$ cat config.mk
export PLATFORM = sky130hd
export DESIGN_NAME = resp_merge
export DESIGN_NICKNAME = d
export VERILOG_FILES = /design/src/rtl/fabric_pkg.sv /design/src/rtl/resp_merge.sv
export SDC_FILE = /design/constraint.sdc
export NUM_CORES = 1
export LEC_CHECK = 0
export ABC_CLOCK_PERIOD_IN_PS = 800
export BUFFER_PORTS_ARGS = -buffer_cell sky130_fd_sc_hd__buf_2
export CAP_MARGIN = 20
export CORE_ASPECT_RATIO = 0.9
export CORE_MARGIN = 2
export CORE_UTILIZATION = 25
export DETAILED_ROUTE_END_ITERATION = 6
export PLACE_DENSITY = 0.88
export SYNTH_ARGS = -nofsm -noshare
export SYNTH_HDL_FRONTEND = slang
export SYNTH_SLANG_ARGS = --single-unit
$ cat constraint.sdc
create_clock -name clk -period 0.8 [get_ports clk]
set_input_delay 0.04 -clock clk [delete_from_list [all_inputs] [get_ports clk]]
set_output_delay 0.04 -clock clk [all_outputs]
set_load 0.01 [all_outputs]
$ cat src/rtl/fabric_pkg.sv
package fabric_pkg;

    typedef logic [31:0] addr_t;
    typedef logic [31:0] word_t;
    typedef logic [7:0]  gpio_t;
    typedef logic [9:0]  tcm_index_t;

    localparam int tcm_words = 2 ** $bits(tcm_index_t);

    // access size of one bus transfer
    typedef enum logic [1:0] {
        acc_byte = 2'd0,
        acc_half = 2'd1,
        acc_word = 2'd2
    } acc_e;

    // instruction bus only reads
    typedef struct packed {
        addr_t addr;
        acc_e  acc;
    } ibus_cmd_t;

    // w_rb high means write, low means read
    // sized write data sits in the low bits of wdata
    typedef struct packed {
        addr_t addr;
        logic  w_rb;
        acc_e  acc;
        word_t wdata;
    } dbus_cmd_t;

    // owner of the shared tcm port
    typedef enum logic [1:0] {
        arb_idle = 2'd0,
        arb_ibus = 2'd1,
        arb_dbus = 2'd2
    } arb_state_e;

    // address map
    localparam addr_t tcm_base  = 32'h0001_0000;
    localparam addr_t tcm_mask  = 32'hFFFF_F000;
    localparam addr_t gpio_base = 32'h0002_0000;
    localparam addr_t gpio_mask = 32'hFFFF_FFF0;

    // gpio register offsets
    localparam logic [3:0] gpio_out_off = 4'h0;
    localparam logic [3:0] gpio_dir_off = 4'h4;
    localparam logic [3:0] gpio_in_off  = 4'h8;

endpackage

$ cat src/rtl/resp_merge.sv
`timescale 1ns/1ps

module resp_merge (
    input  logic              clk,
    input  logic              rstn,
    input  logic              ibus_sel_tcm,
    input  logic              dbus_sel_gpio,
    input  logic              ibus_tcm_resp,
    input  logic              dbus_tcm_resp,
    input  fabric_pkg::word_t tcm_rdata,
    input  logic              gpio_resp,
    input  fabric_pkg::word_t gpio_rdata,
    input  logic              decode_fault,
    input  logic              tcm_fault,
    output logic              ibus_resp,
    output fabric_pkg::word_t ibus_rdata,
    output logic              dbus_resp,
    output fabric_pkg::word_t dbus_rdata,
    output logic              fault
);
    import fabric_pkg::*;

    // sticky until reset
    always_ff @(posedge clk) begin
        if (!rstn) begin
            fault <= 1'b0;
        end else if (decode_fault | tcm_fault) begin
            fault <= 1'b1;
        end
    end

    // ibus reaches only the tcm
    assign ibus_rdata = ibus_sel_tcm ? tcm_rdata : '0;
    assign dbus_rdata = dbus_sel_gpio ? gpio_rdata : tcm_rdata;

    // nothing gets out once faulted
    assign ibus_resp = ibus_tcm_resp & ~fault;
    assign dbus_resp = (dbus_tcm_resp | gpio_resp) & ~fault;

endmodule

==> results.json <==
{
  "drive_gt1_frac": 0.8357,
  "static-leakage-power_nw": 1.063,
  "synth_edf_count": 0,
  "avgSynthCellArea_um2": 10.68,
  "status": "finished clean",
  "synth_area_leaders": "mux2_4, and2_1, buf_12",
  "slew_violations": 0,
  "critPathLaunchType": "primary input",
  "hold_slack_ns": 0.2488,
  "ff2ff_path_depth": 1,
  "synth_area_um2": 800.8,
  "start_util": 0.2611,
  "drt-total-wl_um": 3015,
  "place_area_um2": 1506,
  "vias": 1095,
  "max_freq_ghz": 1.258,
  "syn_to_final_growth_pct": 122.8,
  "postRouteAntennaNets": 0,
  "synthArstFlopShare": 0,
  "grt_pass1_vias": 969,
  "drt_iter0_markers": 6,
  "drc": 0,
  "regMostFlops": "fault",
  "crit_chain": "buf_16 -> clkbuf_16 -> mux2_4 -> buf_6",
  "endpoint_kind": "primary output",
  "die_w_um": 63.66,
  "ios": 140,
  "dp.final_hpwl_um": 2251,
  "gp_congestion": 0.7279,
  "final_area_um2": 1784,
  "finClkSkew_ns": 0,
  "numPortBuffers": 139,
  "cp_num_cells": 4,
  "diodes": 0,
  "max_stage_delay_ns": 0.30,
  "synth_cell_types": 10,
  "max-cap-violations": 0,
  "routedWlPerCell_um": 11.82,
  "syn-num-nets": 148,
  "cpMaxStageDelayCell": "mux2_4",
  "yosysSeqAreaShare": 0.02500,
  "grt_usage": 0.1343,
  "post_cts.repair.setup_buffers": 0,
  "clk_latency_ns": 0,
  "fin_crit_sh": 0.9934,
  "cp_num_buf_inv": 3,
  "grt_max_degree": 33,
  "cp_data_arrival_time_ns": 0.75,
  "critPathKind": "primary input to primary output",
  "setup_viol": 0,
  "cp.required_ns": 0.76,
  "crit_family": "buffers and inverters",
  "synth_top_area_frac": 0.5625,
  "cellPowerDensity_nw_per_um2": 640.5,
  "maxSlewHeadroom": 0.8242,
  "yosysMostFrequentCell": "and2_1",
  "final_util": 0.5818,
  "synth_ff_type": "dfxtp_1",
  "nets": 288,
  "largest_reg_flops": 1,
  "coreArea_um2": 3067,
  "dr.pass1.iters": 4,
  "finalSetupTns_ns": 0,
  "ys_warn_count": 0,
  "grt_overflow": 0,
  "synth_area_leader_cell": "mux2_4",
  "ys_top_cells_by_count": "and2_1, mux2_4, buf_12, clkbuf_1, mux2_2",
  "rows": 19,
  "reg.largest.list": "fault (1)",
  "fillers": 254,
  "cp_max_fo": 6,
  "hold_viol": 0,
  "ir_worst_vdd_v": 0.0005171,
  "synth_seq_cells": 1,
  "grt_pass1_wl_um": 4160,
  "rsz0062_at_grt": "true",
  "tightest_slew_ns": 0.2636,
  "dieArea_um2": 3672,
  "holdPathStages": 2,
  "clk_pin_slew_ns": 0,
  "viasPerCell": 4.294,
  "period_minus_slack_ns": 0.7947,
  "die_h_um": 57.69,
  "netlist_instances": 75,
  "antenna_found_initial": 0,
  "min_path_type": "primary input to flip-flop"
}
-- cells by family after synthesis --
logic type	count (synthesis)	synth area share
mux	32	0.5906
flops	1	0.02500
compound gates	2	0.02344
buf+inv	7	0.1031
simple gates	33	0.2578
-- layout by cell type, fill, tap and decap left out --
| master | instances |
|---|---|
| clkbuf_16 | 1 |
| o31a_1 | 1 |
| buf_2 | 115 |
| mux2_4 | 32 |
| dfxtp_1 | 1 |
| clkbuf_4 | 1 |
| buf_6 | 22 |
| nor2b_1 | 1 |
| buf_16 | 4 |
| and2_1 | 32 |
| o21ba_2 | 1 |
| buf_12 | 2 |
-- final timing paths --
path	startpoint	to	slack, ns
worst max-delay path	dbus_sel_gpio	dbus_rdata[17]	0.005
worst min-delay path	decode_fault	fault$_SDFFE_PN0P_	0.25
worst max register to register	fault$_SDFFE_PN0P_	fault$_SDFFE_PN0P_	0.09
worst min register to register	fault$_SDFFE_PN0P_	fault$_SDFFE_PN0P_	0.51
-- power by group --
group / switching [W] / internal, W / total, W / leakage (nW)
Clock: 0 / 0 / 0 / 0
Sequential: 0.00000287 / 0.0000545 / 0.0000574 / 0.00843
Combinational: 0.000402 / 0.000684 / 0.00109 / 1.06
-- final cells by class --
cell class | instances | area, µm² | area share
flip-flops and latches | 1 | 20.02 | 0.01122
well taps | 42 | 52.55 | 0.02945
repair buffers | 145 | 1006 | 0.5638
multi-input cells | 67 | 705.7 | 0.3955
-- layer usage --
metal | wire length [µm] | global-route usage | part of all wire
met1 | 1100 | 0.1563 | 0.36
met2 | 1617 | 0.2782 | 0.54
met3 | 298 | 0.01553 | 0.099
met4 | 0 | 0 | 0
met5 | 0 | 0 | 0
-- per-stage QoR --
| step | cells | total power (W) | worst slack (ns) |
|---|---|---|---|
| after global placement | 251 | 0.0009243 | -0.07228 |
| after detailed placement | 251 | 0.0009407 | -0.07055 |
| after floorplan | 75 | 0.0005524 | 0.06421 |
| after global routing | 255 | 0.001212 | -0.008884 |
| final | 255 | 0.001143 | 0.005264 |
| after CTS | 254 | 0.001034 | 0.0004296 |
-- repair_timing --
item / in CTS / in global routing
gates cloned: 3 / 1
hold buffers: 0 / 0
endpoints found under the setup margin: 32 / 45
pin swaps: 0 / 0
gates resized for setup: 12 / 21
Note: power is estimated with default switching activity, not from simulation.
