===== config.mk =====
export PLATFORM = sky130hd
export DESIGN_NAME = bus_decoder
export DESIGN_NICKNAME = d
export VERILOG_FILES = /design/src/rtl/fabric_pkg.sv /design/src/rtl/bus_decoder.sv
export SDC_FILE = /design/constraint.sdc
export NUM_CORES = 1
export LEC_CHECK = 0
export ABC_AREA = 1
export BUFFER_PORTS_ARGS = -buffer_cell sky130_fd_sc_hd__buf_2
export CAP_MARGIN = 20
export CORE_MARGIN = 5
export CORE_UTILIZATION = 27
export CTS_CLUSTER_DIAMETER = 50
export DETAILED_ROUTE_END_ITERATION = 10
export PLACE_DENSITY_LB_ADDON = 0.3
export SLEW_MARGIN = 20
export SYNTH_ARGS = -nofsm -noshare
export SYNTH_HDL_FRONTEND = slang
export SYNTH_SLANG_ARGS = --single-unit

===== constraint.sdc =====
create_clock -name clk -period 1.6 [get_ports clk]
set_input_delay 0.08 -clock clk [delete_from_list [all_inputs] [get_ports clk]]
set_output_delay 0.08 -clock clk [all_outputs]
set_load 0.05 [all_outputs]

===== src/rtl/fabric_pkg.sv =====
package fabric_pkg;

    typedef logic [31:0] addr_t;
    typedef logic [31:0] word_t;
    typedef logic [7:0]  gpio_t;
    typedef logic [9:0]  tcm_index_t;

    localparam int tcm_words = 2 ** $bits(tcm_index_t);

    // access size of one bus transfer
    typedef enum logic [1:0] {
        acc_byte = 2'd0,
        acc_half = 2'd1,
        acc_word = 2'd2
    } acc_e;

    // instruction bus only reads
    typedef struct packed {
        addr_t addr;
        acc_e  acc;
    } ibus_cmd_t;

    // w_rb high means write, low means read
    // sized write data sits in the low bits of wdata
    typedef struct packed {
        addr_t addr;
        logic  w_rb;
        acc_e  acc;
        word_t wdata;
    } dbus_cmd_t;

    // owner of the shared tcm port
    typedef enum logic [1:0] {
        arb_idle = 2'd0,
        arb_ibus = 2'd1,
        arb_dbus = 2'd2
    } arb_state_e;

    // address map
    localparam addr_t tcm_base  = 32'h0001_0000;
    localparam addr_t tcm_mask  = 32'hFFFF_F000;
    localparam addr_t gpio_base = 32'h0002_0000;
    localparam addr_t gpio_mask = 32'hFFFF_FFF0;

    // gpio register offsets
    localparam logic [3:0] gpio_out_off = 4'h0;
    localparam logic [3:0] gpio_dir_off = 4'h4;
    localparam logic [3:0] gpio_in_off  = 4'h8;

endpackage


===== src/rtl/bus_decoder.sv =====
`timescale 1ns/1ps

module bus_decoder (
    input  logic              clk,
    input  logic              ibus_req,
    input  fabric_pkg::addr_t ibus_addr,
    input  logic              dbus_req,
    input  fabric_pkg::addr_t dbus_addr,
    output logic              ibus_tcm_req,
    output logic              dbus_tcm_req,
    output logic              dbus_gpio_req,
    output logic              ibus_sel_tcm,
    output logic              dbus_sel_gpio,
    output logic              decode_fault
);
    import fabric_pkg::*;

    logic ibus_hit_tcm;
    logic dbus_hit_tcm;
    logic dbus_hit_gpio;
    logic ibus_unmapped;
    logic dbus_unmapped;

    // base/mask compare per target
    assign ibus_hit_tcm  = (ibus_addr & tcm_mask) == tcm_base;
    assign dbus_hit_tcm  = (dbus_addr & tcm_mask) == tcm_base;
    assign dbus_hit_gpio = (dbus_addr & gpio_mask) == gpio_base;

    // route the strobes
    assign ibus_tcm_req  = ibus_req & ibus_hit_tcm;
    assign dbus_tcm_req  = dbus_req & dbus_hit_tcm;
    assign dbus_gpio_req = dbus_req & dbus_hit_gpio;

    // gpio is not visible from the ibus
    assign ibus_unmapped = ibus_req & ~ibus_hit_tcm;
    assign dbus_unmapped = dbus_req & ~(dbus_hit_tcm | dbus_hit_gpio);
    assign decode_fault  = ibus_unmapped | dbus_unmapped;

    // response selects follow the last request of each bus
    always_ff @(posedge clk) begin
        if (ibus_req) begin
            ibus_sel_tcm <= ibus_hit_tcm;
        end
    end

    always_ff @(posedge clk) begin
        if (dbus_req) begin
            dbus_sel_gpio <= dbus_hit_gpio;
        end
    end

endmodule


==> flow_metrics.py <==
metrics = {
    "placement": {
        "hpwl_um": 1190,
        "place_congestion": 0.662,
        "placed_cell_area_um2": 702,
        "pre_cts_ws_ns": 0.521,
        "port_buffers": 56,
    },
    "cells_and_area": {
        "fin_area_um2": 724,
        "ff_latch_area_um2": 60.1,
        "layout-drive-gt1-share": 0.458,
        "fin_util": 0.498,
        "diodes": 0,
        "nets": 211,
        "multi_input_area_um2": 255,
        "area_growth_pct": 80.4,
        "fillers": 166,
    },
    "timing": {
        "maxSlewHeadroom": 0.831,
        "min_period_ns": 1.07,
        "finalHoldViolCount": 0,
        "finalSetupViolCount": 0,
        "post-route-period-util": 0.668,
        "max_freq_mhz": 936,
        "rsz0062_at_grt": "false",
        "worst_pin_slew_ns": 0.255,
        "finalSetupTns_ns": 0,
        "worst_slack_ns": 0.532,
        "fin_hold_ws_ns": 0.0810,
        "slew_violations": 0,
    },
    "critical_path": {
        "cp-start-kind": "input pin",
        "crit_arrival_ns": 0.99,
        "endpoint_kind": "primary output",
        "required_ns": 1.52,
        "path_max_fanout": 3,
        "path_class": "input pin to primary output",
    },
    "clock_network": {
        "cts_tree": "yes",
        "clkTransAtPathRegs_ns": 0.03,
        "cts_hold_buf": 0,
        "cts_sinks": 2,
        "ctsResizeCount": 0,
        "numCtsBuffers": 3,
        "cts_buffer_depth": 2,
        "post_cts_buffers": 0,
        "cts-root-buf": "clkbuf_4",
        "cts.htree.levels": 1,
    },
    "detailed_routing": {
        "drc": 0,
        "post_drt_wl_per_cell_um": 8.08,
        "firstDrtPassIters": 2,
        "via_per_inst": 3.98,
        "postRouteWirelength_um": 1280,
        "dr.first_iter.drc_count": 3,
        "postRouteAntennaNets": 0,
        "vias": 629,
    },
    "synthesis": {
        "yosysMostFrequentCell": "nor2_1",
        "synth_cell_types": 11,
        "syn_nets": 150,
        "synthCells": 83,
        "syn_area_um2": 402,
        "ys_seq_area_frac": 0.150,
        "ys_ff_latch": 2,
        "synth_edf_count": 2,
        "ys_top_cells_by_area": "nor2_1 25%, inv_1 21%, nand2_1 17%, edfxtp_1 15%, nand3_1 6.2%",
        "yosys_warnings": 0,
        "synthArstFlopShare": 0,
        "synth_top_cell_by_area": "nor2_1",
        "synth_top_area_share": 0.252,
        "postSynthAreaPerCell_um2": 4.84,
        "ys.flop_type": "edfxtp_1",
        "ys_top_cells_by_count": "27 x nor2_1, 23 x inv_1, 18 x nand2_1",
    },
    "global_route": {
        "overflow": 0,
        "track_usage": 0.108,
        "grt_pass1_wl_um": 2050,
        "grt_start_max_net_pins": 4,
        "antenna_found_initial": 0,
        "grt_pass1_vias": 563,
    },
    "die": {
        "die_h_um": 48.6,
        "rows": 14,
        "coreArea_mm2": 0.00145,
        "fp.dieW_um": 48.6,
        "start_util": 0.276,
        "design.die.area_mm2": 0.00236,
        "pin_count": 73,
    },
    "hold_path": {
        "min_to": "ibus_sel_tcm",
        "holdCritPathClass": "input pin to flip-flop",
        "hp-start": "ibus_req",
        "hold_depth": 1,
    },
    "flow_run": {
        "maxCapViolations": 0,
    },
    "pwr": {
        "leakagePower_nw": 0.491,
        "power_density_mw_per_mm2": 397,
        "ir_drop_uv": 156,
    },
    "status": {
        "status": "finished, final reports clean",
    },
}
-- per-layer routing --
metal	global-route usage	routed length (um)
met1	0.0928	407
met2	0.198	714
met3	0.0399	131
met4	0.0807	23
met5	0	0
-- flip-flops by register name, summed over array words and instances, names as in the netlist --
name,count
ibus_sel_tcm,1
dbus_sel_gpio,1
-- where the power goes --
part           total (mW)  switching, mW  internal, mW  leakage (nW)
sequential         0.0609       0.000389        0.0605        0.0190
clock               0.111         0.0287        0.0827        0.0138
combinational       0.115         0.0546        0.0607         0.458
total               0.288         0.0837         0.204         0.491
-- critical path, cell delays in order --
cell,delay [ns]
buf_2,0.10
inv_1,0.06
nand2_1,0.07
nor2_2,0.08
nand2_1,0.06
nor2_2,0.11
nand2_2,0.07
nor2_1,0.09
buf_2,0.27
-- layout by cell type, fill, tap and decap left out, drive strengths merged --
master  synthesis  layout
nand3           6       6
nand2          19      19
nor3b           1       1
nor2           30      30
inv            23      23
clkbuf          0       3
nand3b          1       1
and2            1       1
edfxtp          2       2
buf             0      56
-- kinds of logic after synthesis --
kind of cell,Yosys count,synth area share
buf+inv,23,0.215
flops,2,0.150
simple gates,58,0.636
-- how the worst max path moves through the flow --
stage	start	cells past startpoint	slack [ns]	end
after detailed placement	dbus_addr[16]	9	0.52	dbus_gpio_req
after global placement	dbus_addr[16]	9	0.56	dbus_gpio_req
after floorplan	dbus_addr[16]	7	0.38	dbus_gpio_req
final	dbus_addr[14]	9	0.53	dbus_gpio_req
after CTS	dbus_addr[16]	9	0.52	dbus_gpio_req
after global routing	dbus_addr[12]	9	0.44	dbus_gpio_req
-- through the flow --
step | power (mW) | instances
5_1_grt | 0.315 | 158
3_5_place_dp | 0.178 | 155
6_report | 0.288 | 158
3_3_place_gp | 0.174 | 155
2_1_floorplan | 0.109 | 83
4_1_cts | 0.294 | 158
-- area by class of cell --
| class | count | share of cell area |
|---|---|---|
| timing repair buffer | 56 | 0.387 |
| inverter | 23 | 0.119 |
| clock buffer | 3 | 0.0311 |
| tap | 16 | 0.0276 |
| sequential | 2 | 0.0829 |
| multi-input combinational | 58 | 0.352 |
Power figures use the tool's default switching activity.
