### src/rtl/fabric_pkg.sv
package fabric_pkg;

    typedef logic [31:0] addr_t;
    typedef logic [31:0] word_t;
    typedef logic [7:0]  gpio_t;
    typedef logic [9:0]  tcm_index_t;

    localparam int tcm_words = 2 ** $bits(tcm_index_t);

    // access size of one bus transfer
    typedef enum logic [1:0] {
        acc_byte = 2'd0,
        acc_half = 2'd1,
        acc_word = 2'd2
    } acc_e;

    // instruction bus only reads
    typedef struct packed {
        addr_t addr;
        acc_e  acc;
    } ibus_cmd_t;

    // w_rb high means write, low means read
    // sized write data sits in the low bits of wdata
    typedef struct packed {
        addr_t addr;
        logic  w_rb;
        acc_e  acc;
        word_t wdata;
    } dbus_cmd_t;

    // owner of the shared tcm port
    typedef enum logic [1:0] {
        arb_idle = 2'd0,
        arb_ibus = 2'd1,
        arb_dbus = 2'd2
    } arb_state_e;

    // address map
    localparam addr_t tcm_base  = 32'h0001_0000;
    localparam addr_t tcm_mask  = 32'hFFFF_F000;
    localparam addr_t gpio_base = 32'h0002_0000;
    localparam addr_t gpio_mask = 32'hFFFF_FFF0;

    // gpio register offsets
    localparam logic [3:0] gpio_out_off = 4'h0;
    localparam logic [3:0] gpio_dir_off = 4'h4;
    localparam logic [3:0] gpio_in_off  = 4'h8;

endpackage

### src/rtl/bus_arbiter.sv
`timescale 1ns/1ps

module bus_arbiter (
    input  logic                  clk,
    input  logic                  rstn,
    input  logic                  ibus_req,
    input  fabric_pkg::ibus_cmd_t ibus_cmd,
    input  logic                  dbus_req,
    input  fabric_pkg::dbus_cmd_t dbus_cmd,
    output logic                  tcm_req,
    output fabric_pkg::dbus_cmd_t tcm_cmd,
    input  logic                  tcm_resp,
    output logic                  ibus_tcm_resp,
    output logic                  dbus_tcm_resp
);
    import fabric_pkg::*;

    ibus_cmd_t  ibus_cmd_q;
    dbus_cmd_t  dbus_cmd_q;
    ibus_cmd_t  ibus_cur;
    dbus_cmd_t  dbus_cur;
    logic       ibus_ongoing;
    logic       dbus_ongoing;
    arb_state_e state;
    arb_state_e next_state;

    // capture commands, transparent in the request cycle
    always_ff @(posedge clk) begin
        if (ibus_req) begin
            ibus_cmd_q <= ibus_cmd;
        end
        if (dbus_req) begin
            dbus_cmd_q <= dbus_cmd;
        end
    end

    assign ibus_cur = ibus_req ? ibus_cmd : ibus_cmd_q;
    assign dbus_cur = dbus_req ? dbus_cmd : dbus_cmd_q;

    // set on request, cleared by its own response
    always_ff @(posedge clk) begin
        if (!rstn) begin
            ibus_ongoing <= 1'b0;
            dbus_ongoing <= 1'b0;
        end else begin
            if (ibus_req | ibus_tcm_resp) begin
                ibus_ongoing <= ibus_req;
            end
            if (dbus_req | dbus_tcm_resp) begin
                dbus_ongoing <= dbus_req;
            end
        end
    end

    always_ff @(posedge clk) begin
        if (!rstn) begin
            state <= arb_idle;
        end else begin
            state <= next_state;
        end
    end

    // hand the port to the other bus after each completion
    always_comb begin
        next_state = state;
        case (state)
            arb_ibus: begin
                if (tcm_resp) begin
                    if (dbus_req | dbus_ongoing) begin
                        next_state = arb_dbus;
                    end else if (ibus_req) begin
                        next_state = arb_ibus;
                    end else begin
                        next_state = arb_idle;
                    end
                end
            end
            arb_dbus: begin
                if (tcm_resp) begin
                    if (ibus_req | ibus_ongoing) begin
                        next_state = arb_ibus;
                    end else if (dbus_req) begin
                        next_state = arb_dbus;
                    end else begin
                        next_state = arb_idle;
                    end
                end
            end
            default: begin
                if (dbus_req) begin
                    next_state = arb_dbus;
                end else if (ibus_req) begin
                    next_state = arb_ibus;
                end else begin
                    next_state = arb_idle;
                end
            end
        endcase
    end

    // new access starts from idle or right on a completion
    always_comb begin
        case (state)
            arb_ibus: tcm_req = tcm_resp & (dbus_req | dbus_ongoing | ibus_req);
            arb_dbus: tcm_req = tcm_resp & (ibus_req | ibus_ongoing | dbus_req);
            default:  tcm_req = ibus_req | dbus_req;
        endcase
    end

    // ibus command widened to a read
    always_comb begin
        case (next_state)
            arb_ibus: tcm_cmd = '{addr: ibus_cur.addr, w_rb: 1'b0, acc: ibus_cur.acc, wdata: '0};
            arb_dbus: tcm_cmd = dbus_cur;
            default:  tcm_cmd = '0;
        endcase
    end

    assign ibus_tcm_resp = tcm_resp & (state == arb_ibus);
    assign dbus_tcm_resp = tcm_resp & (state == arb_dbus);

endmodule

### config.mk
export PLATFORM = sky130hd
export DESIGN_NAME = bus_arbiter
export DESIGN_NICKNAME = d
export VERILOG_FILES = /design/src/rtl/fabric_pkg.sv /design/src/rtl/bus_arbiter.sv
export SDC_FILE = /design/constraint.sdc
export NUM_CORES = 1
export LEC_CHECK = 0
export BUFFER_PORTS_ARGS = -buffer_cell sky130_fd_sc_hd__buf_2
export CAP_MARGIN = 20
export CORE_MARGIN = 3
export CORE_UTILIZATION = 40
export DETAILED_ROUTE_END_ITERATION = 10
export GPL_TIMING_DRIVEN = 0
export PLACE_DENSITY = 0.68
export SLEW_MARGIN = 20
export SYNTH_ARGS = -nofsm -noshare
export SYNTH_HDL_FRONTEND = slang
export SYNTH_SLANG_ARGS = --single-unit
### constraint.sdc
create_clock -name clk -period 2.25 [get_ports clk]
set_input_delay 0.225 -clock clk [delete_from_list [all_inputs] [get_ports clk]]
set_output_delay 0.225 -clock clk [all_outputs]
set_load 0.02 [all_outputs]
==> impl_summary.log <==
[metrics] max cap viols: 0
[metrics] worst setup slack for register-to-register paths: approximately 1.1 ns
[metrics] final setup vio count: 67
[metrics] Crit. End Element: output pin
[metrics] CP top delay family: buffers and inverters
[metrics] Period Utilization, post-route: 113.1%
[metrics] WP data arrival: ~2.3 ns
[metrics] I/O pin cnt: 176
[metrics] Hold Startpoint: dbus_cmd[27]
[metrics] biggest cell delay along the critical path: roughly 0.4 ns
[metrics] vias in the first global route: 3861
[metrics] quantity of I/O buffers inserted on ports: approximately 170
[metrics] cell row count: 37
[metrics] crit-path max FO: 7
[metrics] clk buf depth: 2
[metrics] grt ovf: 0
[metrics] startpoint of the lowest-slack register-to-register path: state[0]$_SDFF_PN0_
[metrics] total detailed-routing wirelength: around 12000 um
[metrics] Synthesized Nets: approximately 480
[metrics] combined buffer and inverter count along the critical path: 5
[metrics] Core Area: between 10000 and 15000 sq um
[metrics] via count: between 3000 and 4000
[metrics] violated checks: setup timing
[metrics] total power per unit cell area: about 1600 nW/um^2
[metrics] die area: around 12000 sq um
[metrics] worst hold path class: input port to flop
[metrics] post-route worst setup slack: -0.2955 ns
[metrics] horizontal die dimension: 110.0 um
[metrics] critical path required time: roughly 2 ns
[metrics] number of unique standard cell types used by synthesis: 30
[metrics] IR drop worst, VDD: about 0.00098 V
[metrics] per-cell via count in the routed design: 4.945
[metrics] die outline height: approximately 110 um
[metrics] number of routed nets with antenna violations: 0
[metrics] clock tree from TritonCTS: yes
[metrics] total of hold buffers inserted after clock tree synthesis: 0
[metrics] total CTS buffers: 9
[metrics] sequential-to-total area share from yosys stat: 48.61%
[metrics] half-perimeter wire length after detailed placement: around 8400 um
[metrics] clock slew at the register clock pins of the worst setup and hold paths: around 0.10 ns
[metrics] Post-route DRC: 0
[metrics] antenna fix cells: 0
[metrics] Area after DPL: 5443 sq um
[metrics] Final Critical Period: about 2.5 ns
[metrics] fraction of layout cells with a size suffix above 1: 66.44%
[metrics] combined global-route utilization of all metal layers: about a fifth
[metrics] reg-to-reg endpoint: state[0]$_SDFF_PN0_
[metrics] clock latency on the worst-skew pair: 0.37 ns
[metrics] buffer cell driving the clock tree root: clkbuf_8
[metrics] flops & latches, synth: 105
[metrics] count of synthesis-stage warnings from yosys: 0
[metrics] Area growth syn-to-layout: 55.03%
[metrics] setup repair after global routing missed its margin: yes
[metrics] leakage power of the design: slightly below 3 nW
[metrics] Cells after Synth: between 300 and 400
[metrics] classification of the worst setup path: flop to output pin
[metrics] R2R depth: 4
[metrics] Worst slew margin: about four fifths
[metrics] final hold violation count: 0
[metrics] startpoint kind of the worst setup timing path: flop
[metrics] number of antenna violations at the first check in global routing: 0
[metrics] actual slew at the worst max-slew pin: ~0.30 ns
[metrics] post-layout net count: between 600 and 700
[metrics] timing-limited maximum frequency: 392.8 MHz
[metrics] primary flip-flop cell chosen by synthesis mapping: dfxtp_1
[metrics] Hold Slack: 0.08637 ns
[metrics] fin area: between 6000 and 7000 sq um
[metrics] clock tree sinks: around 110
[metrics] fill cell total of the finished layout: approximately 850
[metrics] EDFF count, synth: 0
[metrics] worst setup skew after layout: about 0.017 ns
[metrics] count of placed standard cells in the final layout, fillers left out: 714
[metrics] depth of the CTS H-tree: 3
[metrics] Cell Chain, Critical Path: inv_4 -> ha_4 -> a21oi_4 -> a22o_1 -> ha_4 -> buf_12 -> buf_8 -> buf_6 -> a22oi_2 -> nor2_2 -> buf_6
[metrics] routability-driven placement congestion ratio: 0.7991
[metrics] area of the mapped netlist: around 4300 sq um
[metrics] number of pins exceeding their max-slew limit in the final report: 0
[metrics] Critical-path top delay cell: dfxtp_4
[metrics] dpl cells: approximately 700
[metrics] global-route wire length before repair: 18680 um
[metrics] Worst Hold Endpoint: dbus_cmd_q[27]$_DFF_P_
[metrics] Avg Inst Size Synth: around 12 sq um
[metrics] initial core utilization: about two fifths
[metrics] maximum number of pins on one net before global-route repair: 16
[metrics] proportion of register bits with asynchronous set or reset after synthesis: 0%
[metrics] first-pass detailed-route iteration total: 4
[metrics] hold path depth: 2
[metrics] result of the run: finished, violations left
[metrics] drt initial violations: between 80 and 90
[metrics] Routed WL per cell: approximately 17 um
-- timing repair --
| item | 4_1_cts | 5_1_grt |
|---|---|---|
| cloned | 4 | 1 |
| endpoints found under the hold margin | 0 | 0 |
| pin swaps | 12 | 14 |
| buffers inserted | 11 | 4 |
| gates resized for setup | 225 | 40 |
| setup endpoints to repair | 67 | 67 |
-- layer usage --
layer | up-vias | track usage [%] | wire length [um]
li1 | 1699 | - | -
met5 | - | 0 | 0
met3 | 26 | 4.252 | 515
met1 | 1713 | 22.39 | 4888
met4 | 0 | 7.658 | 289
met2 | 93 | 37.18 | 6683
-- Yosys cell counts, types with 2 or more instances --
master    count  area, sq um
a21oi_1       3        15.01
a21oi_2       2        17.52
a22oi_1      35        262.8
and2_1       33        206.5
buf_1         3        11.26
buf_2         7        35.03
buf_4         3        22.52
buf_6         4        45.04
clkbuf_1     11        41.29
dfxtp_1     105         2102
ha_1          4        50.05
inv_1         5        18.77
mux2_1       59        664.4
mux2_2       25        281.5
mux2_4       17        255.2
nand2_1       3        11.26
nand2b_1      2        12.51
nor2_1       37        138.9
nor2b_1       2        12.51
o21a_1        2        15.01
o21ai_1       2        10.01
or3b_1        2        17.52
-- stage by stage --
| step | setup TNS, ns | total power [mW] | setup slack (ns) | util, % |
|---|---|---|---|---|
| final | -13.86 | 10.84 | -0.2955 | 64.36 |
| after global routing | -19.85 | 11.37 | -0.3942 | 64.36 |
| after CTS | -15.86 | 10.67 | -0.3082 | 63.28 |
| after detailed placement | -18.48 | 6.735 | -0.5762 | 52.25 |
| after global placement | -17.57 | 6.687 | -0.5455 | 52.25 |
| after floorplan | -0.03317 | 5.264 | -0.01658 | - |
-- final cells by class --
| type | count | area [sq um] | area share [%] |
|---|---|---|---|
| multi-input cells | 236 | 2452 | 36.58 |
| flip-flops and latches | 105 | 2112 | 31.50 |
| repair buffers | 190 | 1444 | 21.54 |
| plain buffers | 26 | 310.3 | 4.629 |
| clock buffers | 15 | 186.4 | 2.781 |
| well taps | 136 | 170.2 | 2.538 |
| inverters | 5 | 21.27 | 0.3173 |
| clock inverters | 1 | 7.507 | 0.1120 |
-- where the power goes --
group	leakage [nW]	switching (mW)	internal, mW	total (mW)
sequential	0.887	0.0691	2.07	2.14
combinational	2.00	3.72	3.83	7.55
clock	0.0960	0.618	0.526	1.14
total	2.98	4.41	6.43	10.8
-- worst reg2reg max path, stage by stage (launching register included) --
cell      delay, ns
dfxtp_4        0.40
inv_4          0.04
ha_4           0.33
a21oi_4        0.05
a221oi_1       0.25
-- placed cells by master (no fill, tap or decap), types with 2 or more instances in the layout --
| master | instances |
|---|---|
| a21oi_1 | 3 |
| nand2_1 | 3 |
| dfxtp_4 | 2 |
| buf_8 | 7 |
| buf_12 | 4 |
| clkbuf_16 | 2 |
| nor2_1 | 7 |
| buf_4 | 15 |
| a22oi_2 | 33 |
| inv_1 | 3 |
| mux2_1 | 59 |
| clkbuf_1 | 2 |
| mux2_2 | 25 |
| or3b_4 | 2 |
| dfxtp_1 | 101 |
| buf_2 | 116 |
| nor2_2 | 30 |
| buf_6 | 66 |
| clkbuf_8 | 19 |
| and2_4 | 33 |
| dfxtp_2 | 2 |
| ha_4 | 4 |
| nor2b_1 | 2 |
| o21ai_1 | 2 |
| a21oi_4 | 2 |
| o21a_1 | 2 |
| mux2_4 | 17 |
| a22oi_1 | 2 |
-- sequential cells by signal, summed over array words and instances (netlist names) --
| register | cells |
|---|---|
| dbus_ongoing | 1 |
| state | 2 |
| dbus_cmd_q | 67 |
| ibus_cmd_q | 34 |
| ibus_ongoing | 1 |
-- cell families after synthesis --
| family | count (synthesis) | synth area share, % |
|---|---|---|
| adder cells (fa/ha/maj) | 4 | 1.157 |
| AND/OR/NAND/NOR | 81 | 9.751 |
| AO/OA/AOI/OAI | 49 | 8.449 |
| multiplexers | 102 | 28.01 |
| buffers and inverters | 33 | 4.022 |
| flip-flops | 105 | 48.61 |
-- worst max-delay path by stage --
stage / start / to / slack [ns] / cells after the start
finish: state[0]$_SDFF_PN0_ / tcm_cmd[60] / -0.30 / 11
floorplan: state[0]$_SDFF_PN0_ / tcm_cmd[63] / -0.02 / 8
global route: state[0]$_SDFF_PN0_ / tcm_cmd[52] / -0.39 / 11
global placement: tcm_resp / tcm_cmd[45] / -0.55 / 11
detailed placement: tcm_resp / tcm_cmd[43] / -0.58 / 11
CTS: dbus_ongoing$_SDFFE_PN0P_ / tcm_cmd[48] / -0.31 / 10
Power figures use the tool's default switching activity.
