`src/rtl/fabric_pkg.sv`:
```
package fabric_pkg;

    typedef logic [31:0] addr_t;
    typedef logic [31:0] word_t;
    typedef logic [7:0]  gpio_t;
    typedef logic [9:0]  tcm_index_t;

    localparam int tcm_words = 2 ** $bits(tcm_index_t);

    // access size of one bus transfer
    typedef enum logic [1:0] {
        acc_byte = 2'd0,
        acc_half = 2'd1,
        acc_word = 2'd2
    } acc_e;

    // instruction bus only reads
    typedef struct packed {
        addr_t addr;
        acc_e  acc;
    } ibus_cmd_t;

    // w_rb high means write, low means read
    // sized write data sits in the low bits of wdata
    typedef struct packed {
        addr_t addr;
        logic  w_rb;
        acc_e  acc;
        word_t wdata;
    } dbus_cmd_t;

    // owner of the shared tcm port
    typedef enum logic [1:0] {
        arb_idle = 2'd0,
        arb_ibus = 2'd1,
        arb_dbus = 2'd2
    } arb_state_e;

    // address map
    localparam addr_t tcm_base  = 32'h0001_0000;
    localparam addr_t tcm_mask  = 32'hFFFF_F000;
    localparam addr_t gpio_base = 32'h0002_0000;
    localparam addr_t gpio_mask = 32'hFFFF_FFF0;

    // gpio register offsets
    localparam logic [3:0] gpio_out_off = 4'h0;
    localparam logic [3:0] gpio_dir_off = 4'h4;
    localparam logic [3:0] gpio_in_off  = 4'h8;

endpackage

```
`src/rtl/gpio_target.sv`:
```
`timescale 1ns/1ps

module gpio_target (
    input  logic                  clk,
    input  logic                  rstn,
    input  logic                  gpio_req,
    input  fabric_pkg::dbus_cmd_t gpio_cmd,
    output logic                  gpio_resp,
    output fabric_pkg::word_t     gpio_rdata,
    input  fabric_pkg::gpio_t     gpio_i,
    output fabric_pkg::gpio_t     gpio_o,
    output fabric_pkg::gpio_t     gpio_dir
);
    import fabric_pkg::*;

    gpio_t      gpio_in_q;
    logic [3:0] offset;

    assign offset = gpio_cmd.addr[3:0];

    // input sampling
    always_ff @(posedge clk) begin
        gpio_in_q <= gpio_i;
    end

    always_ff @(posedge clk) begin
        if (!rstn) begin
            gpio_o    <= '0;
            gpio_dir  <= '0;
            gpio_resp <= 1'b0;
        end else begin
            gpio_resp <= gpio_req;
            if (gpio_req & gpio_cmd.w_rb) begin
                if (offset == gpio_out_off) begin
                    gpio_o <= gpio_cmd.wdata[7:0];
                end
                if (offset == gpio_dir_off) begin
                    gpio_dir <= gpio_cmd.wdata[7:0];
                end
            end
        end
    end

    always_ff @(posedge clk) begin
        if (gpio_req) begin
            case (offset)
                gpio_out_off: gpio_rdata <= {24'b0, gpio_o};
                gpio_dir_off: gpio_rdata <= {24'b0, gpio_dir};
                gpio_in_off:  gpio_rdata <= {24'b0, gpio_in_q};
                default:      gpio_rdata <= '0;
            endcase
        end
    end

endmodule

```
`config.mk`:
```
export PLATFORM = sky130hd
export DESIGN_NAME = gpio_target
export DESIGN_NICKNAME = d
export VERILOG_FILES = /design/src/rtl/fabric_pkg.sv /design/src/rtl/gpio_target.sv
export SDC_FILE = /design/constraint.sdc
export NUM_CORES = 1
export LEC_CHECK = 0
export BUFFER_PORTS_ARGS = -buffer_cell sky130_fd_sc_hd__buf_2
export CAP_MARGIN = 20
export CELL_PAD_IN_SITES_DETAIL_PLACEMENT = 1
export CELL_PAD_IN_SITES_GLOBAL_PLACEMENT = 2
export CORE_UTILIZATION = 17
export DETAILED_ROUTE_END_ITERATION = 10
export HOLD_SLACK_MARGIN = 0.06
export PLACE_DENSITY_LB_ADDON = 0.08
export SLEW_MARGIN = 0
export SYNTH_ARGS = -nofsm -noshare
export SYNTH_HDL_FRONTEND = slang
export SYNTH_SLANG_ARGS = --single-unit
```
`constraint.sdc`:
```
create_clock -name clk -period 1.3 [get_ports clk]
set_clock_uncertainty 0.15 [all_clocks]
set_input_delay 0.195 -clock clk [delete_from_list [all_inputs] [get_ports clk]]
set_output_delay 0.195 -clock clk [all_outputs]
set_load 0.05 [all_outputs]
```
==> metrics.cfg, run 1 <==
[cells_and_area]
fill_cells=920
layout_common_cells=buf_2 (37), dfxtp_1 (25), nand2_1 (24), conb_1 (24), mux2i_1 (16)
diodes=0
drive_gt1_frac=0.355
final_common_cell=buf_2
syn_to_final_growth_pct=47.5
final_area_um2=2060
nets=280

[floorplan]
start_util=0.178
die_x_um=92.7
die_h_um=92.7
core_area_um2=7850
row_count=32
ios=127
dieArea_um2=8590

[clocking]
cts_tree=built
numCtsBuffers=5
clkSlewWorstSetupHoldPaths_ns=0.06
postCtsSetupRepairBufs=0
cts_num_sinks=33
clk_latency_ns=0.28
root_buffer=clkbuf_8
clock_path_buffers=2
cts.htree.levels=2

[global_route]
overflow=0
grt_use_total=0.0939
grt_pass1_wl_um=5870
grt_pass1_vias=1137
grt_max_degree=26
antenna_found_initial=0

[critical_path]
crit_end=gpio_rdata[6]
reg2reg_slack_ns=0.16
crit_type=primary input to flop
worstPathArrival_ns=1.15
r2r_start=gpio_dir[2]
cp-end-kind=flop
critPathLaunchType=primary input
rr_endpoint=gpio_rdata[2]
cp_max_fo=4
rr_worst_depth=2
worstSetupStartpoint=gpio_cmd[37]
crit_required_ns=1.18

[route]
antenna_left=0
drt_iter0_drc=57
vias=1132
wl_per_cell_um=12.5
route.detailed.drc=0
viasPerCell=3.71
drt_wl_total_um=3800
drtPass1Iterations=4

[synth]
postSynthCellCount=125
netlist_area_um2=1400
ys.flop_type=dfxtp_1
synthDistinctLibCells=15
postSynthAreaPerCell_um2=11.2
synth_edf_count=8
synth_async_sr_flop_share=0
ys_seq_area_frac=0.530
ys_warn_count=0
ys_ff_latch=33

[power]
peakVddDrop_mv=0.363
p_per_area_nw_per_um2=1150
finalPower_w=0.00238
leakage_nw=0.951

[timing]
slew_viol_final=0
rsz0062_at_grt=true
fin_ws_ns=0.0269
relSlewSlack=0.596
fin_crit_sh=0.979
whs_ns=0.0713
setup_viol=0
min_period_ns=1.27
worst-slew-pin-transition_ns=0.604
fmax_mhz=785
final_hold_viol_count=0

[status]
outcome=completed

[min_path]
min_path_type=primary input to flop

[placement]
dp_hpwl_um=2940
io_buffers=48
gp_congestion=0.708
place_area_um2=1770
dp_slack_ns=-0.445

[job]
max-cap-violations=0

cells by family (layout without fill, tap and decap cells):
| group | Yosys count | count (layout) | synth area share |
|---|---|---|---|
| AOI/OAI and AO/OA | 8 | 8 | 0.0573 |
| buffers and inverters | 37 | 92 | 0.175 |
| DFF | 33 | 33 | 0.530 |
| muxes | 16 | 16 | 0.115 |
| other | 1 | 24 | 0.00268 |
| and+or+nand+nor | 30 | 30 | 0.121 |
power breakdown:
part | total, W | leakage, nW | switching [W] | internal, W
sequential | 0.00109 | 0.286 | 0.0000108 | 0.00108
combinational | 0.000393 | 0.608 | 0.000290 | 0.000103
clock | 0.000896 | 0.0566 | 0.000349 | 0.000547
critical path: stages:
cell	delay, ns
buf_2	0.12
buf_6	0.12
nor4b_4	0.14
buf_4	0.15
a222oi_1	0.35
inv_1	0.07
layout make-up:
cell class / instances / area, µm² / share of cell area
inverters: 8 / 30.0 / 0.0146
flip-flops and latches: 33 / 741 / 0.359
repair buffers: 76 / 539 / 0.262
well taps: 102 / 128 / 0.0619
clock buffers: 8 / 111 / 0.0540
multi-input cells: 78 / 513 / 0.249
synth_stat cells (2+ instances only):
cell      count  area share
buf_4        24        0.13
a222oi_1      8       0.057
dfxtp_1      25        0.36
and3_1        2      0.0090
nand2_1      24       0.064
clkbuf_1      3      0.0081
inv_1         8       0.021
buf_6         2       0.016
edfxtp_1      8        0.17
mux2i_1      16        0.11
worst min-delay path by stage:
stage	cells after the start	slack (ns)	end	startpoint
global placement	1	0.15	gpio_in_q[5]	gpio_i[5]
CTS	3	0.07	gpio_o[3]	gpio_cmd[3]
finish	3	0.07	gpio_o[3]	gpio_cmd[3]
global route	3	0.09	gpio_o[3]	gpio_cmd[3]
floorplan	0	0.07	gpio_in_q[0]	gpio_i[0]
detailed placement	1	0.15	gpio_in_q[5]	gpio_i[5]
what timing repair did:
action	4_1_cts	5_1_grt
pin swaps	2	3
gates cloned	0	0
hold buffers	15	0
endpoints found under the hold margin	22	0
resized for setup	7	9
setup endpoints to repair	19	16
layer usage:
layer | GRT usage | wire [µm]
met5 | 0 | 0
met4 | 0.0385 | 58
met3 | 0.0246 | 264
met2 | 0.162 | 1920
met1 | 0.110 | 1560
through the flow:
stage,util,cells,TNS (ns)
6_report,0.263,305,0
5_1_grt,0.263,305,-0.0251
4_1_cts,0.260,305,0
3_5_place_dp,0.226,285,-8.44
3_3_place_gp,0.226,285,-7.64
2_1_floorplan,-,148,-0.580
flip-flops by register name (all words and copies together), names as in the netlist:
register / count
gpio_o: 8
gpio_resp: 1
gpio_rdata: 8
gpio_in_q: 8
gpio_dir: 8
(Power assumes the default switching activity.)
==> run 2, diff against run 1 <==
--- a/config.mk
+++ b/config.mk
@@ -5,11 +5,13 @@
 export SDC_FILE = /design/constraint.sdc
 export NUM_CORES = 1
 export LEC_CHECK = 0
+export ABC_AREA = 1
 export BUFFER_PORTS_ARGS = -buffer_cell sky130_fd_sc_hd__buf_2
 export CAP_MARGIN = 20
 export CELL_PAD_IN_SITES_DETAIL_PLACEMENT = 1
 export CELL_PAD_IN_SITES_GLOBAL_PLACEMENT = 2
-export CORE_UTILIZATION = 17
+export CORE_ASPECT_RATIO = 0.8
+export CORE_UTILIZATION = 18
 export DETAILED_ROUTE_END_ITERATION = 10
 export HOLD_SLACK_MARGIN = 0.06
 export PLACE_DENSITY_LB_ADDON = 0.08
==> run 2 against run 1 <==
Total power is 22% higher. Worst hold slack better by 0.10 ns. Global-route usage is 1.6 points higher. Routed wire length is 28% higher. Design area is 12% higher. Via count is 26% higher. Combinational power is 19% higher. Largest power group is now the clock network. Area after synthesis is 16% higher.
==> metrics.cfg, run 2 <==
[floorplan]
die_x_um=108  ; was 92.7 µm
die_h_um=87.0  ; was 92.7 µm
ios=127  ; unchanged
row_count=30  ; was 32
dieArea_um2=9420  ; was 8590 µm²
core_area_um2=8630  ; was 7850 µm²
start_util=0.188  ; was 0.178

[power]
peakVddDrop_mv=0.496  ; was 0.363 mV
p_per_area_nw_per_um2=1260  ; was 1150 nW/µm²
leakage_nw=1.15  ; was 0.951 nW
finalPower_w=0.00291  ; was 0.00238 W

[global_route]
grt_max_degree=18  ; was 26
grt_use_total=0.110  ; was 0.0939
grt_pass1_wl_um=7410  ; was 5870 µm
globalRoute.busiestLayer=met2  ; unchanged
overflow=0  ; unchanged
grt_pass1_vias=1375  ; was 1137
grt_util_met1=0.148  ; was 0.110
antenna_found_initial=0  ; unchanged
met3_usage=0.0381  ; was 0.0246
grt_util_met2=0.164  ; was 0.162

[critical_path]
worstPathArrival_ns=0.92  ; was 1.15 ns
crit_required_ns=0.95  ; was 1.18 ns
cpPeakStageDelay_ns=0.36  ; was 0.35 ns
crit_type=flop to output port  ; was primary input to flop
cpLargestDelayFamily=flip-flops  ; was buffers and inverters
cp_max_fo=3  ; was 4
cp_cell_sequence=buf_2  ; was buf_2 > buf_6 > nor4b_4 > buf_4 > a222oi_1 > inv_1
cp-end-kind=output port  ; was flop
critPathLaunchType=flop  ; was primary input
slowest_stage=dfxtp_1  ; was a222oi_1
critPathBufInv=1  ; was 4

[clocking]
cts_num_sinks=33  ; unchanged
numCtsBuffers=5  ; unchanged
clkSlewWorstSetupHoldPaths_ns=0.06  ; about the same
clk_latency_ns=0.28  ; about the same
root_buffer=clkbuf_16  ; was clkbuf_8
cts_tree=built  ; unchanged
clock_path_buffers=2  ; unchanged
cts.htree.levels=2  ; unchanged

[timing]
rsz0062_at_grt=false  ; was true
slew_viol_final=0  ; unchanged
finalSetupTns_ns=0  ; unchanged
final_hold_viol_count=0  ; unchanged
fin_crit_sh=0.970  ; was 0.979
setup_viol=0  ; unchanged
fmax_mhz=793  ; was 785 MHz
min_period_ns=1.26  ; was 1.27 ns

[placement]
place_area_um2=1970  ; was 1770 µm²
dp_hpwl_um=3730  ; was 2940 µm
gp_congestion=0.680  ; was 0.708
io_buffers=48  ; unchanged

[synth]
synth_top_area_share=0.308  ; was 0.358
ys_seq_area_frac=0.456  ; was 0.530
ys_warn_count=0  ; unchanged
postSynthCellCount=196  ; was 125
synth_async_sr_flop_share=0  ; unchanged
synth_xor_area_frac=0  ; unchanged
synthTopCellsByArea=dfxtp_1 (31%), edfxtp_1 (15%), buf_4 (12%), inv_1 (7.6%), nand2_1 (7.6%)  ; was dfxtp_1 (36%), edfxtp_1 (17%), buf_4 (13%), mux2i_1 (11%), nand2_1 (6.4%)
muxShareOfSynthArea=0  ; was 0.115
ys_ff_latch=33  ; unchanged
ys.flop_type=dfxtp_1  ; unchanged
yosysTopAreaCell=dfxtp_1  ; unchanged
synth_compound_area_frac=0.0370  ; was 0.0573
synthSimpleGateAreaFrac=0.279  ; was 0.121
postSynthAreaPerCell_um2=8.29  ; was 11.2 µm²
synth_top_family_by_area=simple AND/OR/NAND/NOR gates  ; was buffers and inverters
synth_edf_count=8  ; unchanged
synthDistinctLibCells=19  ; was 15
ys_top_cells_by_count=inv_1 (33), nand2_1 (33), buf_4 (25), dfxtp_1 (25), nor2_1 (24)  ; was dfxtp_1 (25), buf_4 (24), nand2_1 (24), mux2i_1 (16)
yosys.area_share.adder=0  ; unchanged
netlist_area_um2=1630  ; was 1400 µm²

[cells_and_area]
drive_gt1_frac=0.284  ; was 0.355
syn_to_final_growth_pct=42.0  ; was 47.5%
layout_common_cells=buf_2 (42), inv_1 (33), nand2_1 (33)  ; was buf_2 (37), dfxtp_1 (25), nand2_1 (24), conb_1 (24), mux2i_1 (16)
nets=352  ; was 280
diodes=0  ; unchanged
final_core_util=0.267  ; was 0.263
final_area_um2=2310  ; was 2060 µm²
final_common_cell=buf_2  ; unchanged

[route]
vias=1429  ; was 1132
viasPerCell=3.69  ; was 3.71
route.detailed.drc=0  ; unchanged
drt_wl_total_um=4850  ; was 3800 µm
drt_iter0_drc=46  ; was 57
drtPass1Iterations=2  ; was 4
antenna_left=0  ; unchanged
wl_per_cell_um=12.5  ; about the same

[status]
outcome=completed  ; unchanged

[min_path]
min_path_type=primary input to flop  ; unchanged

[job]
max-cap-violations=0  ; unchanged

run 2: cell types whose count changed in the layout (fill, tap and decap cells not counted), sizes merged, moves of 7 or more:
cell / change
mux2i: -16
nand4: +16
clkbuf: -7
nor2: +27
inv: +26
o211ai: +8
a222oi: -8
nand2: +11
buf: +7
nand3: +10
run 2: layout make-up:
type / count / area, µm²
flip-flops and latches: 33 / 741
inverters: 35 / 133
well taps: 112 / 140
repair buffers: 79 / 528
fillers: 1053 / 6330
multi-input cells: 120 / 603
clock inverters: 2 / 33.8
clock buffers: 6 / 129
run 2: final timing paths:
check | startpoint | end | slack, ns | depth (start not counted)
setup / recovery | gpio_dir[1] | gpio_dir[1] | 0.04 | 1
hold / removal | gpio_cmd[35] | gpio_dir[0] | 0.17 | 5
setup reg to reg | gpio_dir[2] | gpio_rdata[2] | 0.27 | 2
hold reg to reg | gpio_dir[6] | gpio_dir[6] | 0.39 | 4
run 2: power by group:
group / leakage [nW] / internal, W / switching [W]
Clock: 0.0785 / 0.000898 / 0.000450
Sequential: 0.288 / 0.00108 / 0.0000112
Combinational: 0.780 / 0.000122 / 0.000345
run 2: cells by family (layout without fill, tap and decap cells):
logic type | count (synthesis) | in the layout
flops | 33 | 33
simple gates | 88 | 88
buf+inv | 66 | 122
compound gates | 8 | 8
other cells | 1 | 24
run 2: per-layer routing:
| metal | up-vias | part of all wire |
|---|---|---|
| met1 | 655 | 0.52 |
| li1 | 726 | - |
| met5 | - | 0 |
| met4 | 0 | 0.0095 |
| met3 | 6 | 0.055 |
| met2 | 42 | 0.42 |
run 2: through the flow:
step,hold slack (ns),std cells,setup WS [ns]
after global placement,0.151,363,-0.0910
final,0.171,387,0.0393
after CTS,0.180,387,0.0102
after global routing,0.191,387,0.00947
after detailed placement,0.150,363,-0.0811
after floorplan,0.0727,219,0.0885
run 2: timing repair:
action | 4_1_cts | 5_1_grt
hold buffers | 16 | 0
setup endpoints to repair | 2 | 4
resized for setup | 2 | 4
hold endpoints to repair | 16 | 0
buffers inserted | 0 | 0
==> run 3, diff against run 2 <==
--- a/config.mk
+++ b/config.mk
@@ -8,10 +8,9 @@
 export ABC_AREA = 1
 export BUFFER_PORTS_ARGS = -buffer_cell sky130_fd_sc_hd__buf_2
 export CAP_MARGIN = 20
-export CELL_PAD_IN_SITES_DETAIL_PLACEMENT = 1
-export CELL_PAD_IN_SITES_GLOBAL_PLACEMENT = 2
 export CORE_ASPECT_RATIO = 0.8
-export CORE_UTILIZATION = 18
+export CORE_MARGIN = 3
+export CORE_UTILIZATION = 35
 export DETAILED_ROUTE_END_ITERATION = 10
 export HOLD_SLACK_MARGIN = 0.06
 export PLACE_DENSITY_LB_ADDON = 0.08
==> run 3 against run 2 <==
Worst hold slack got worse by 0.018 ns. Largest cell class unchanged. Die area decreased by 42%. Combinational power shrank 5.1%. Cell count down 16%. Sequential cell count unchanged. Total power shrank 22%. Design area down 8.6%. Clock power fell by 45%. Register-to-register slack gained 0.10 ns. Sequential share of layout area grew 3.0 points. Critical path type unchanged. First-iteration DRC count increased by 26%. Count of clock-buffer cells in the layout stayed put.
==> metrics.cfg, run 3 (synthesis results as in run 2) <==
[status]
outcome=completed  ; unchanged

[timing]
final_hold_viol_count=0  ; unchanged
rsz0062_at_grt=false  ; unchanged
finalSetupTns_ns=0  ; unchanged
min_period_ns=1.27  ; was 1.26 ns
slew_viol_final=0  ; unchanged
fin_crit_sh=0.978  ; was 0.970
fmax_mhz=787  ; was 793 MHz
whs_ns=0.153  ; was 0.171 ns
setup_viol=0  ; unchanged

[clocking]
cts.htree.levels=2  ; unchanged
clock_path_buffers=2  ; unchanged
root_buffer=clkbuf_8  ; was clkbuf_16
numCtsBuffers=5  ; unchanged
clkSlewWorstSetupHoldPaths_ns=0.07  ; was 0.06 ns
cts_tree=built  ; unchanged
cts_num_sinks=33  ; unchanged
clk_latency_ns=0.28  ; about the same
postCtsSetupRepairBufs=0  ; unchanged

[critical_path]
rr_worst_depth=2  ; unchanged
worstPathArrival_ns=0.93  ; was 0.92 ns
critPathBufInv=1  ; unchanged
slowest_stage=dfxtp_1  ; unchanged
critPathLaunchType=flop  ; unchanged
cpPeakStageDelay_ns=0.37  ; was 0.36 ns
rr_endpoint=gpio_rdata[1]  ; was gpio_rdata[2]
reg2reg_slack_ns=0.37  ; was 0.27 ns
cp_cell_sequence=buf_2  ; unchanged
r2r_start=gpio_dir[1]  ; was gpio_dir[2]
crit_required_ns=0.95  ; about the same
cpLargestDelayFamily=flip-flops  ; unchanged
crit_type=flop to output port  ; unchanged
cp-end-kind=output port  ; unchanged
cp_max_fo=3  ; unchanged

[global_route]
grt_pass1_wl_um=6020  ; was 7410 µm
grt_use_total=0.149  ; was 0.110
overflow=0  ; unchanged
grt_pass1_vias=1293  ; was 1375
antenna_found_initial=0  ; unchanged
grt_max_degree=18  ; unchanged

[min_path]
hold_end=gpio_resp  ; was gpio_dir[0]
min-delay-start=rstn  ; was gpio_cmd[35]
min_path_type=primary input to flop  ; unchanged
whs_path_depth=3  ; was 5

[route]
viasPerCell=4.14  ; was 3.69
drt_wl_total_um=3720  ; was 4850 µm
antenna_left=0  ; unchanged
route.detailed.drc=0  ; unchanged
wl_per_cell_um=11.4  ; was 12.5 µm
drt_iter0_drc=58  ; was 46
drtPass1Iterations=4  ; was 2
vias=1350  ; was 1429

[power]
peakVddDrop_mv=0.527  ; was 0.496 mV
p_per_area_nw_per_um2=1080  ; was 1260 nW/µm²
leakage_nw=1.08  ; was 1.15 nW

[floorplan]
row_count=21  ; was 30
start_util=0.375  ; was 0.188
core_area_um2=4340  ; was 8630 µm²
dieArea_um2=5500  ; was 9420 µm²
die_x_um=82.2  ; was 108 µm
ios=127  ; unchanged
die_h_um=67.0  ; was 87.0 µm

[cells_and_area]
drive_gt1_frac=0.271  ; was 0.284
layout_common_cells=buf_2 (44), inv_1 (33), nand2_1 (33)  ; was buf_2 (42), inv_1 (33), nand2_1 (33)
final_common_cell=buf_2  ; unchanged
syn_to_final_growth_pct=29.7  ; was 42.0%
nets=346  ; was 352
diodes=0  ; unchanged

[job]
max-cap-violations=0  ; unchanged

[placement]
gp_congestion=0.742  ; was 0.680
dp_hpwl_um=2830  ; was 3730 µm
io_buffers=48  ; unchanged

run 3: area by class of cell:
cell class,count,area [µm²]
multi-input cells,120,603
fillers,453,2230
flip-flops and latches,33,741
well taps,57,71.3
clock buffers,6,72.6
inverters,35,133
clock inverters,2,10.0
repair buffers,73,478
run 3: how the worst max path moves through the flow:
stage	startpoint	end	cells after the start	slack, ns
after floorplan	gpio_o[5]	gpio_rdata[5]	2	0.09
after global placement	gpio_cmd[36]	gpio_dir[0]	7	0.03
after detailed placement	gpio_cmd[36]	gpio_dir[3]	7	0.03
after CTS	gpio_dir[0]	gpio_dir[0]	1	0.0004
after global routing	gpio_dir[1]	gpio_dir[1]	1	0.002
final	gpio_dir[7]	gpio_dir[7]	1	0.03
run 3: what timing repair did:
item                                    in CTS  in global routing
endpoints found under the setup margin       0                  4
gates resized for setup                      0                  4
hold buffers                                16                  0
endpoints found under the hold margin       16                  0
run 3: where the power goes:
part	internal, W	switching (W)
logic	0.000109	0.000334
registers	0.00108	0.0000112
clock network	0.000371	0.000365
run 3: metrics by stage:
stage / area [µm²] / instances / worst slack, ns / util / total power (W)
6_report: 2110 / 326 / 0.0289 / 0.486 / 0.00227
5_1_grt: 2110 / 326 / 0.00182 / 0.486 / 0.00238
4_1_cts: 2100 / 326 / 0.000408 / 0.484 / 0.00230
3_5_place_dp: 1860 / 302 / 0.0273 / 0.428 / 0.00152
3_3_place_gp: 1860 / 302 / 0.0326 / 0.428 / 0.00152
2_1_floorplan: 1710 / 219 / 0.0885 / - / 0.00148
run 3: metal layers:
metal | wire [µm] | GRT usage | vias to the layer above
met2 | 1580 | 0.227 | 62
met5 | 0 | 0 | -
met4 | 24 | 0.0602 | 0
met3 | 311 | 0.0405 | 2
li1 | - | - | 716
met1 | 1800 | 0.198 | 570
run 3: tightest hold or removal path: cells and delay by family:
kind / cells / cell delay (ns)
buf+inv: 2 / 0.24
simple gates: 1 / 0.10
